**config.mk**
```make
export PLATFORM = sky130hd
export DESIGN_NAME = issue_stage
export DESIGN_NICKNAME = d
export VERILOG_FILES = /design/src/issue_pkg.sv /design/src/issue_stage.sv /design/src/issue_pair_select.sv /design/src/issue_queue.sv /design/src/issue_enqueue.sv /design/src/issue_bank_ram.sv
export SDC_FILE = /design/constraint.sdc
export NUM_CORES = 2
export LEC_CHECK = 0
export BUFFER_PORTS_ARGS = -buffer_cell sky130_fd_sc_hd__buf_2
export CORE_MARGIN = 1
export CORE_UTILIZATION = 45
export DETAILED_ROUTE_END_ITERATION = 8
export GPL_TIMING_DRIVEN = 0
export HOLD_SLACK_MARGIN = 0.03
export SYNTH_ARGS = -nofsm -noshare
export SYNTH_HDL_FRONTEND = slang
export SYNTH_SLANG_ARGS = --single-unit
```
**constraint.sdc**
```tcl
create_clock -name clk -period 13.78 [get_ports clk]
set_clock_uncertainty 0.05 [all_clocks]
set_input_delay 1.378 -clock clk [delete_from_list [all_inputs] [get_ports clk]]
set_output_delay 1.378 -clock clk [all_outputs]
set_load 0.05 [all_outputs]
```
**src/issue_pkg.sv**
```systemverilog
package issue_pkg;

    // queue geometry
    localparam int BANK_DEPTH  = 16;
    localparam int PTR_BITS    = $clog2(BANK_DEPTH);
    // ops per cycle, both in and out
    localparam int ISSUE_WIDTH = 2;

    // field widths
    localparam int ADDR_BITS = 32;
    localparam int REG_BITS  = 5;

    // one stored operation, also the bank memory word
    typedef struct packed {
        logic                 valid;
        logic [ADDR_BITS-1:0] pc;
        // destination and the two source registers
        logic [REG_BITS-1:0]  rdst;
        logic [REG_BITS-1:0]  ra1;
        logic [REG_BITS-1:0]  ra2;
        logic                 regwrite;
        // set for branches and jumps alike
        logic                 branch;
        logic                 muldiv;
        // hi/lo special registers
        logic                 hi_write;
        logic                 lo_write;
        logic                 hi_read;
        logic                 lo_read;
        // must go down the pipe alone
        logic                 single_issue;
    } op_t;

endpackage
```
**src/issue_stage.sv**
```systemverilog
`timescale 1ns/1ps

module issue_stage (
    input  logic                                 clk,
    input  logic                                 rst_n,
    input  logic                                 flush,
    input  logic                                 stall,
    input  logic [1:0]                           dec_valid,
    input  logic [1:0][issue_pkg::ADDR_BITS-1:0] dec_pc,
    input  logic [1:0][issue_pkg::REG_BITS-1:0]  dec_rdst,
    input  logic [1:0][issue_pkg::REG_BITS-1:0]  dec_ra1,
    input  logic [1:0][issue_pkg::REG_BITS-1:0]  dec_ra2,
    input  logic [1:0]                           dec_regwrite,
    input  logic [1:0]                           dec_branch,
    input  logic [1:0]                           dec_muldiv,
    input  logic [1:0]                           dec_hi_write,
    input  logic [1:0]                           dec_lo_write,
    input  logic [1:0]                           dec_hi_read,
    input  logic [1:0]                           dec_lo_read,
    input  logic [1:0]                           dec_single_issue,
    input  logic [1:0]                           src_ready,
    output logic                                 full,
    output logic [1:0][issue_pkg::REG_BITS-1:0]  cand_ra1,
    output logic [1:0][issue_pkg::REG_BITS-1:0]  cand_ra2,
    output logic [1:0]                           iss_valid,
    output logic [1:0][issue_pkg::ADDR_BITS-1:0] iss_pc,
    output logic [1:0][issue_pkg::REG_BITS-1:0]  iss_rdst,
    output logic                                 iss_is_slot
);

    // enqueue to queue
    logic                           we_even;
    logic                           we_odd;
    issue_pkg::op_t                 wdata_even;
    issue_pkg::op_t                 wdata_odd;
    logic [issue_pkg::PTR_BITS-1:0] tail_even;
    logic [issue_pkg::PTR_BITS-1:0] tail_odd;
    // queue to pair select and back
    issue_pkg::op_t                 cand0;
    issue_pkg::op_t                 cand1;
    logic                           take0;
    logic                           take1;

    issue_enqueue u_enqueue (
        .clk              (clk),
        .rst_n            (rst_n),
        .flush            (flush),
        .stall            (stall),
        .full             (full),
        .dec_valid        (dec_valid),
        .dec_pc           (dec_pc),
        .dec_rdst         (dec_rdst),
        .dec_ra1          (dec_ra1),
        .dec_ra2          (dec_ra2),
        .dec_regwrite     (dec_regwrite),
        .dec_branch       (dec_branch),
        .dec_muldiv       (dec_muldiv),
        .dec_hi_write     (dec_hi_write),
        .dec_lo_write     (dec_lo_write),
        .dec_hi_read      (dec_hi_read),
        .dec_lo_read      (dec_lo_read),
        .dec_single_issue (dec_single_issue),
        .we_even          (we_even),
        .we_odd           (we_odd),
        .wdata_even       (wdata_even),
        .wdata_odd        (wdata_odd),
        .tail_even        (tail_even),
        .tail_odd         (tail_odd)
    );

    issue_queue u_queue (
        .clk        (clk),
        .rst_n      (rst_n),
        .flush      (flush),
        .stall      (stall),
        .we_even    (we_even),
        .we_odd     (we_odd),
        .wdata_even (wdata_even),
        .wdata_odd  (wdata_odd),
        .tail_even  (tail_even),
        .tail_odd   (tail_odd),
        .take0      (take0),
        .take1      (take1),
        .cand0      (cand0),
        .cand1      (cand1),
        .full       (full)
    );

    issue_pair_select u_pair_select (
        .cand0       (cand0),
        .cand1       (cand1),
        .src_ready   (src_ready),
        .take0       (take0),
        .take1       (take1),
        .cand_ra1    (cand_ra1),
        .cand_ra2    (cand_ra2),
        .iss_valid   (iss_valid),
        .iss_pc      (iss_pc),
        .iss_rdst    (iss_rdst),
        .iss_is_slot (iss_is_slot)
    );

endmodule

```
**src/issue_pair_select.sv**
```systemverilog
`timescale 1ns/1ps

module issue_pair_select (
    input  issue_pkg::op_t                       cand0,
    input  issue_pkg::op_t                       cand1,
    input  logic [1:0]                           src_ready,
    output logic                                 take0,
    output logic                                 take1,
    output logic [1:0][issue_pkg::REG_BITS-1:0]  cand_ra1,
    output logic [1:0][issue_pkg::REG_BITS-1:0]  cand_ra2,
    output logic [1:0]                           iss_valid,
    output logic [1:0][issue_pkg::ADDR_BITS-1:0] iss_pc,
    output logic [1:0][issue_pkg::REG_BITS-1:0]  iss_rdst,
    output logic                                 iss_is_slot
);

    logic ok0;
    logic ok1;
    logic raw_hazard;
    logic muldiv_clash;
    logic hilo_clash;
    logic single_clash;
    logic pair_block;

    // sources out for the scoreboard check
    assign cand_ra1[0] = cand0.ra1;
    assign cand_ra2[0] = cand0.ra2;
    assign cand_ra1[1] = cand1.ra1;
    assign cand_ra2[1] = cand1.ra2;

    // candidate present and operands available
    assign ok0 = cand0.valid & src_ready[0];
    assign ok1 = cand1.valid & src_ready[1];

    // branch waits until its delay slot can go with it
    assign take0 = ok0 & ~(cand0.branch & ~ok1);

    // younger reads what older writes
    // a delay slot sees the old value, so no hazard behind a branch
    assign raw_hazard = cand0.regwrite & ~cand0.branch &
                        ((cand0.rdst == cand1.ra1) | (cand0.rdst == cand1.ra2));

    // single mul/div unit
    assign muldiv_clash = cand0.muldiv & cand1.muldiv;

    // hi/lo written then read in the same pair
    assign hilo_clash = (cand0.hi_write & cand1.hi_read) |
                        (cand0.lo_write & cand1.lo_read);

    assign single_clash = cand0.single_issue | cand1.single_issue;

    // branch in the younger position needs its own slot later
    assign pair_block = raw_hazard | muldiv_clash | hilo_clash | single_clash |
                        cand1.branch;

    assign take1 = take0 & ok1 & ~pair_block;

    // lane 0 older, lane 1 younger
    assign iss_valid   = {take1, take0};
    assign iss_pc[0]   = take0 ? cand0.pc : '0;
    assign iss_rdst[0] = take0 ? cand0.rdst : '0;
    assign iss_pc[1]   = take1 ? cand1.pc : '0;
    assign iss_rdst[1] = take1 ? cand1.rdst : '0;

    // younger op issued behind a branch is its delay slot
    assign iss_is_slot = take1 & cand0.branch;

endmodule

```
**src/issue_queue.sv**
```systemverilog
`timescale 1ns/1ps

module issue_queue (
    input  logic                           clk,
    input  logic                           rst_n,
    input  logic                           flush,
    input  logic                           stall,
    input  logic                           we_even,
    input  logic                           we_odd,
    input  issue_pkg::op_t                 wdata_even,
    input  issue_pkg::op_t                 wdata_odd,
    input  logic [issue_pkg::PTR_BITS-1:0] tail_even,
    input  logic [issue_pkg::PTR_BITS-1:0] tail_odd,
    input  logic                           take0,
    input  logic                           take1,
    output issue_pkg::op_t                 cand0,
    output issue_pkg::op_t                 cand1,
    output logic                           full
);

    logic [issue_pkg::PTR_BITS-1:0] head_even;
    logic [issue_pkg::PTR_BITS-1:0] head_odd;
    logic [issue_pkg::PTR_BITS-1:0] tail_even_nxt;
    logic [issue_pkg::PTR_BITS-1:0] tail_odd_nxt;
    issue_pkg::op_t                 rdata_even;
    issue_pkg::op_t                 rdata_odd;
    issue_pkg::op_t                 op_even;
    issue_pkg::op_t                 op_odd;
    logic                           odd_first;
    logic                           pop_even;
    logic                           pop_odd;

    issue_bank_ram bank_even (
        .clk   (clk),
        .we    (we_even),
        .waddr (tail_even),
        .raddr (head_even),
        .wdata (wdata_even),
        .rdata (rdata_even)
    );

    issue_bank_ram bank_odd (
        .clk   (clk),
        .we    (we_odd),
        .waddr (tail_odd),
        .raddr (head_odd),
        .wdata (wdata_odd),
        .rdata (rdata_odd)
    );

    // odd bank holds the oldest entry when heads match
    assign odd_first = (head_odd == head_even);

    // empty bank reads as a bubble
    assign op_even = (head_even != tail_even) ? rdata_even : '0;
    assign op_odd  = (head_odd != tail_odd) ? rdata_odd : '0;

    // put the two bank heads in program order
    assign cand0 = odd_first ? op_odd : op_even;
    assign cand1 = odd_first ? op_even : op_odd;

    // map older/younger takes back onto banks
    assign pop_odd  = odd_first ? take0 : take1;
    assign pop_even = odd_first ? take1 : take0;

    // one slot kept free per bank so full and empty differ
    assign tail_even_nxt = tail_even + 1'b1;
    assign tail_odd_nxt  = tail_odd + 1'b1;
    assign full = (tail_even_nxt == head_even) | (tail_odd_nxt == head_odd);

    // heads advance on issue, frozen under stall
    always_ff @(posedge clk or negedge rst_n) begin
        if (!rst_n) begin
            head_even <= '0;
            head_odd  <= '0;
        end else if (flush) begin
            head_even <= '0;
            head_odd  <= '0;
        end else if (!stall) begin
            if (pop_even) begin
                head_even <= head_even + 1'b1;
            end
            if (pop_odd) begin
                head_odd <= head_odd + 1'b1;
            end
        end
    end

endmodule

```
**src/issue_enqueue.sv**
```systemverilog
`timescale 1ns/1ps

module issue_enqueue (
    input  logic                                        clk,
    input  logic                                        rst_n,
    input  logic                                        flush,
    input  logic                                        stall,
    input  logic                                        full,
    input  logic [1:0]                                  dec_valid,
    input  logic [1:0][issue_pkg::ADDR_BITS-1:0]        dec_pc,
    input  logic [1:0][issue_pkg::REG_BITS-1:0]         dec_rdst,
    input  logic [1:0][issue_pkg::REG_BITS-1:0]         dec_ra1,
    input  logic [1:0][issue_pkg::REG_BITS-1:0]         dec_ra2,
    input  logic [1:0]                                  dec_regwrite,
    input  logic [1:0]                                  dec_branch,
    input  logic [1:0]                                  dec_muldiv,
    input  logic [1:0]                                  dec_hi_write,
    input  logic [1:0]                                  dec_lo_write,
    input  logic [1:0]                                  dec_hi_read,
    input  logic [1:0]                                  dec_lo_read,
    input  logic [1:0]                                  dec_single_issue,
    output logic                                        we_even,
    output logic                                        we_odd,
    output issue_pkg::op_t                              wdata_even,
    output issue_pkg::op_t                              wdata_odd,
    output logic [issue_pkg::PTR_BITS-1:0]              tail_even,
    output logic [issue_pkg::PTR_BITS-1:0]              tail_odd
);

    issue_pkg::op_t dec_op [issue_pkg::ISSUE_WIDTH];
    logic           accept;
    logic           odd_gets_slot0;

    // pack each decode slot into a stored op
    always_comb begin
        for (int i = 0; i < issue_pkg::ISSUE_WIDTH; i++) begin
            dec_op[i].valid        = dec_valid[i];
            dec_op[i].pc           = dec_pc[i];
            dec_op[i].rdst         = dec_rdst[i];
            dec_op[i].ra1          = dec_ra1[i];
            dec_op[i].ra2          = dec_ra2[i];
            dec_op[i].regwrite     = dec_regwrite[i];
            dec_op[i].branch       = dec_branch[i];
            dec_op[i].muldiv       = dec_muldiv[i];
            dec_op[i].hi_write     = dec_hi_write[i];
            dec_op[i].lo_write     = dec_lo_write[i];
            dec_op[i].hi_read      = dec_hi_read[i];
            dec_op[i].lo_read      = dec_lo_read[i];
            dec_op[i].single_issue = dec_single_issue[i];
        end
    end

    // decode holds its values while this is low
    assign accept = ~stall & ~full;

    // equal tails mean odd bank is next in line
    assign odd_gets_slot0 = (tail_odd == tail_even);

    // older slot to the next bank, younger slot to the other one
    assign we_odd     = accept & (odd_gets_slot0 ? dec_valid[0] : dec_valid[1]);
    assign we_even    = accept & (odd_gets_slot0 ? dec_valid[1] : dec_valid[0]);
    assign wdata_odd  = odd_gets_slot0 ? dec_op[0] : dec_op[1];
    assign wdata_even = odd_gets_slot0 ? dec_op[1] : dec_op[0];

    // tails step once per write, wrapping at bank depth
    always_ff @(posedge clk or negedge rst_n) begin
        if (!rst_n) begin
            tail_even <= '0;
            tail_odd  <= '0;
        end else if (flush) begin
            tail_even <= '0;
            tail_odd  <= '0;
        end else begin
            if (we_even) begin
                tail_even <= tail_even + 1'b1;
            end
            if (we_odd) begin
                tail_odd <= tail_odd + 1'b1;
            end
        end
    end

endmodule

```
**src/issue_bank_ram.sv**
```systemverilog
`timescale 1ns/1ps

module issue_bank_ram (
    input  logic                          clk,
    input  logic                          we,
    input  logic [issue_pkg::PTR_BITS-1:0] waddr,
    input  logic [issue_pkg::PTR_BITS-1:0] raddr,
    input  issue_pkg::op_t                wdata,
    output issue_pkg::op_t                rdata
);

    // storage for one interleaved bank
    issue_pkg::op_t mem [issue_pkg::BANK_DEPTH];

    // write port, tail side
    always_ff @(posedge clk) begin
        if (we) begin
            mem[waddr] <= wdata;
        end
    end

    // read port, head side, no clock
    assign rdata = mem[raddr];

endmodule

```
Word level (Yosys, flattened, before mapping)
Memory sizes are Yosys's and may differ from the RTL's.
Cells that the tools add are included.
Widths: inputs -> output; s select.
{ "totals": {"output_inout_bits": 98, "input_bits": 118, "memories": 2, "mem_bits_rw": 1792, "reg_bits": 16, "elab_cells": 82} }
{ "mem_list": {"columns": ["memory", "words", "width", "rd", "rd_clocked_by_memory_dff", "write_ports", "line", "source"], "rows": [
  ["u_queue.bank_even.mem", 16, 56, 1, 0, 1, "issue_bank_ram.sv:13", "issue_pkg::op_t mem [issue_pkg::BANK_DEPTH];"],
  ["u_queue.bank_odd.mem", 16, 56, 1, 0, 1, "issue_bank_ram.sv:13", null]
]} }
{ "op_classes": {"eq_ne": 9, "muxes": 28, "reduce_logical": 6, "bitwise_logic": 29, "n_addsub": 4} }
{ "ops": {"columns": ["op", "n"], "rows": [
  ["$mux 56", 6],
  ["$mux 32", 2],
  ["$mux 4", 10],
  ["$add 4x1->4 const B", 4],
  ["$eq 4x4->1", 4],
  ["$and 1x1->1", 15],
  ["$eq 5x5->1", 2],
  ["$mux 5", 2],
  ["$mux 1", 8],
  ["$ne 4x4->1", 2],
  ["$or 1x1->1", 8],
  ["$reduce_bool 2->1", 4],
  ["$not 1->1", 6],
  ["$reduce_and 2->1", 2],
  ["$ne 2x2->1 const B", 1]
]} }

Depth between registers and ports, before layout
{ "logic_depth": {"depth_word": 16, "mapped_depth": 17, "ltp_nobuf": 10} }

Cells and area by module
From an unflattened synthesis, not the netlist that was laid out.
{ "unflattened": {"cells_unflattened": 3561, "area_unflattened_um2": 72499.5} }
{ "by_module_without_submodules": {"columns": ["module", "seq_area_each_um2", "instances", "area_per_inst_um2", "cells_per_inst"], "rows": [
  ["issue_bank_ram", 26905.8, 2, 33557.2, 1389],
  ["issue_queue", 200.2, 1, 2577.5, 466],
  ["issue_enqueue", 200.2, 1, 1916.8, 184],
  ["issue_pair_select", 0.0, 1, 890.9, 133]
]} }

Worst setup path after synthesis
Ideal clock, no wire load.
{ "synth_timing": {"kind": "register to register", "start": "register u_enqueue.tail_even[0] (netlist name)", "end": "memory u_queue.bank_even.mem[3][0] (netlist name), enable pin", "setup_slack_ps": 6665, "setup_ps": 539, "path_stages_with_launch": 11, "path_buffers": 1, "synth_period_minus_slack_ps": 7115, "required_ps": 13191, "arrival_ps": 6526, "path_cell_list": "dfrtp_1 -> clkbuf_1 -> inv_1 -> ha_1 -> xnor2_1 -> nand4_1 -> o21ai_0 -> nand2b_1 -> a21oi_1 -> nand2_1 -> nor3_1"} }
{ "synth_between": {"elab_chain_cells": 8, "word_cells_on_any_way": 10, "cone_classes": "1 x add/sub; 2 x eq/ne; 3 x mux; 4 x bitwise"} }
{ "synth_rtl": {"columns": ["element", "line", "source"], "rows": [
  ["start: declaration", "issue_enqueue.sv:26", "output logic [issue_pkg::PTR_BITS-1:0] tail_even,"],
  ["start signal: assignment", "issue_enqueue.sv:75", "tail_even <= tail_even + 1'b1;"],
  ["$add 4x1->4", "issue_queue.sv:67", "assign tail_even_nxt = tail_even + 1'b1;"],
  ["$eq 4x4->1", "issue_queue.sv:69", "assign full = (tail_even_nxt == head_even) | (tail_odd_nxt == head_odd);"],
  ["$or 1x1->1", "issue_queue.sv:69", null],
  ["net full", "issue_stage.sv:22", "output logic full,"],
  ["$not 1->1", "issue_enqueue.sv:54", "assign accept = ~stall & ~full;"],
  ["$and 1x1->1", "issue_enqueue.sv:54", null],
  ["$and 1x1->1", "issue_enqueue.sv:61", "assign we_even = accept & (odd_gets_slot0 ? dec_valid[1] : dec_valid[0]);"],
  ["$mux 1", "issue_bank_ram.sv:17", "if (we) begin"],
  ["$mux 1 (implied by the code)", "issue_bank_ram.sv:18", "mem[waddr] <= wdata;"],
  ["end: declaration", "issue_bank_ram.sv:13", null]
]} }
The timed path passes the listed nets, and every way through them passes these cells.

==> results.txt <==
initial antenna violation count - 10
Root Driver - clkbuf_16
Die W - 403 um
Syn Inst Count - 3539
worst slew pin tran - 1.42 ns
Power Density - 196 nW/um2
CTS buffer count - 182
CP Max Fanout - 10
Main synth FF type - edfxtp_1
Syn Nets - 3667
Die H - 403 um
Layout area overhead - 16.5%
Fmax - 0.113 GHz
register area share after synthesis - 0.749
Net Switching - 5.44 mW
R2R depth - 14
deepest clock path buffer count - 3
reg2reg setup slack - 8.03 ns
DRC viols - 0
LEAKAGE - 26.8 nW
clk slew on worst S/H paths - 0.07 ns
CP endpoint kind - primary output
final slew viol count - 0
io pins - 216
worst hold-check path type - input port to asynchronous set/reset pin
synthesized area per cell - 20.5 um2
Worst EP arrival - 7.43 ns
core area - 159000 um2
Peak VDD IR - 180 uV
via count - 38736
final non-filler cell total - 6367
Ys Warns - 0
ANT nets after route - 0
relative slew slack - 0.0542
largest net degree at the start of global routing - 23
ys async rst share - 0.00885
drt first pass iters - 6
CP required - 12.35 ns
first-pass GRT wire length - 295000 um
drt wl/cell - 33.3 um
setup violators final - 0
status - finished clean
worst r2r src - u_queue.head_even[1]
clock sink count - 1808
Mapped Area - 72400 um2
CTS Hold Bufs - 0
final setup TNS - 0 ns
die footprint - 163000 um2
Switching Share - 0.328
CP endpoint - iss_pc[63]
vias in the first global route - 38108
Synth Register Bits - 1808
PostCTS Resize Cnt - 0
Max Cap Viol - 0
Worst Path Class, Setup - flop to primary output
Sequential Power Share - 0.449
Pint - 11.1 mW
commonest non-fill, non-tap cell in the layout - edfxtp_1
CTS tree - yes
Final period util - 0.643
CTS H-Tree Depth - 4
Clk network pwr share - 0.288
minimum clock period - 8.86 ns
Critical Path Start - u_enqueue.tail_even[0]
Post CTS Setup Buffer Count - 0
DRT Wirelength - 212000 um
Unique masters post-synth - 77
initial DRC count - 5178
GR Overflow Total - 0
# nets final - 4201
row count - 146
# port buffers - 215
combinational power share - 0.263
RSZ-0062 raised after global routing - false
dpl cells - 6035
via/cell ratio - 6.08
R2R Path End - u_queue.bank_odd.mem[2][27]
total track usage - 0.262
dpl hpwl - 145000 um
startpoint types - flop
final hold violations - 0
most frequent cells in the layout - edfxtp_1 (1792), mux4_2 (506), nand2_1 (471)
initial core utilization - 0.455
share of cells above drive strength 1 - 0.298
clk_lat worst skew - 0.81 ns
RD Place Congestion - 0.939
EDFF count, synth - 1792
## cells by family after synthesis
logic type | synth area share
AO/OA/AOI/OAI | 0.0198
adder cells (fa/ha/maj) | 0.00173
AND/OR/NAND/NOR | 0.0395
buffers and inverters | 0.0152
XOR/XNOR | 0.00484
flip-flops | 0.749
multiplexers | 0.170
## worst max-delay path, cell delays in order, from the launching register on
cell,delay [ns]
dfrtp_1,0.39
clkbuf_1,0.30
xor2_1,0.37
or4_1,0.17
clkbuf_1,0.33
clkbuf_1,1.08
o21ai_0,0.88
xor2_1,0.39
nand3_1,0.19
o41ai_2,0.17
nand2_1,0.15
nand4b_1,0.60
buf_2,0.54
nor2b_1,0.64
buf_2,0.39
## registers in the layout, summed over array words and instances (netlist names)
name,cells
u_enqueue.tail_odd,4
u_queue.bank_odd.mem,896
u_queue.head_odd,4
u_queue.bank_even.mem,896
u_queue.head_even,4
u_enqueue.tail_even,4
## worst min path at each step
stage / endpoint / start / cells past startpoint
finish: u_enqueue.tail_even[1] / rst_n / 1
global route: u_enqueue.tail_even[1] / rst_n / 1
CTS: u_enqueue.tail_even[1] / rst_n / 1
detailed placement: u_queue.head_odd[1] / u_queue.head_odd[0] / 3
global placement: u_queue.head_odd[1] / u_queue.head_odd[0] / 3
floorplan: u_queue.head_even[1] / u_queue.head_even[1] / 3
## metal layers
layer  GRT usage  wire [um]
met5           0         13
met4      0.0660       4970
met3      0.0667      22800
met2       0.399      97600
met1       0.379      86500
## power groups by stage
stage / Combinational [mW] / Sequential [mW] / Clock, mW
floorplan: 2.42 / 7.52 / 0
global placement: 4.13 / 7.60 / 0
detailed placement: 4.29 / 7.55 / 0
CTS: 4.30 / 7.43 / 4.84
global route: 4.55 / 7.45 / 5.04
finish: 4.35 / 7.43 / 4.77
## metrics by stage
step           total power, mW  utilization  hold WS [ns]  area [um2]  worst slack, ns
2_1_floorplan             9.94            -         0.571       72400             6.67
3_3_place_gp              11.7        0.479         0.639       76200           -0.346
3_5_place_dp              11.8        0.494         0.642       78600             6.17
4_1_cts                   16.6        0.530         0.425       84300             5.27
5_1_grt                   17.0        0.530         0.455       84300             4.88
6_report                  16.6        0.530         0.456       84300             4.92
## synth_stat cells (all sizes together), types with 2 or more instances
cell | instances | area (um2)
and4 | 3 | 26.3
o211ai | 6 | 45.0
a21oi | 23 | 115
and3 | 2 | 12.5
nand2b | 12 | 75.1
clkbuf | 91 | 342
buf | 116 | 699
or4 | 2 | 15.0
mux2 | 20 | 233
a22oi | 26 | 205
a31oi | 5 | 46.3
nand3 | 20 | 105
o21ai | 18 | 93.8
nand2 | 471 | 1770
o21a | 5 | 37.5
ha | 10 | 125
a31o | 2 | 17.5
dfrtp | 16 | 400
a41o | 2 | 20.0
inv | 16 | 60.1
mux4 | 506 | 11400
a311o | 2 | 21.3
a2bb2oi | 3 | 26.3
xnor2 | 21 | 184
and2 | 7 | 43.8
nor2 | 69 | 262
nand4 | 8 | 50.1
xor2 | 19 | 166
a2111o | 3 | 33.8
o22ai | 41 | 257
a221oi | 8 | 82.6
nand3b | 2 | 15.0
nor3 | 14 | 70.1
mux2i | 70 | 701
nor2b | 48 | 300
nor4 | 2 | 12.5
nor4b | 5 | 50.0
a2111oi | 3 | 45.1
a22o | 22 | 193
or3 | 2 | 17.5
a211oi | 6 | 45.0
edfxtp | 1792 | 53800
o41ai | 3 | 33.8
## final cells by class
type / count / area [um2]
well taps: 2146 / 2690
clock buffers: 219 / 4690
plain buffers: 207 / 1040
clock inverters: 110 / 993
repair buffers: 350 / 3330
diodes: 3 / 7.51
inverters: 16 / 60.1
flip-flops and latches: 1808 / 54200
fillers: 12478 / 74800
multi-input cells: 1508 / 17300
Power figures use the tool's default switching activity.
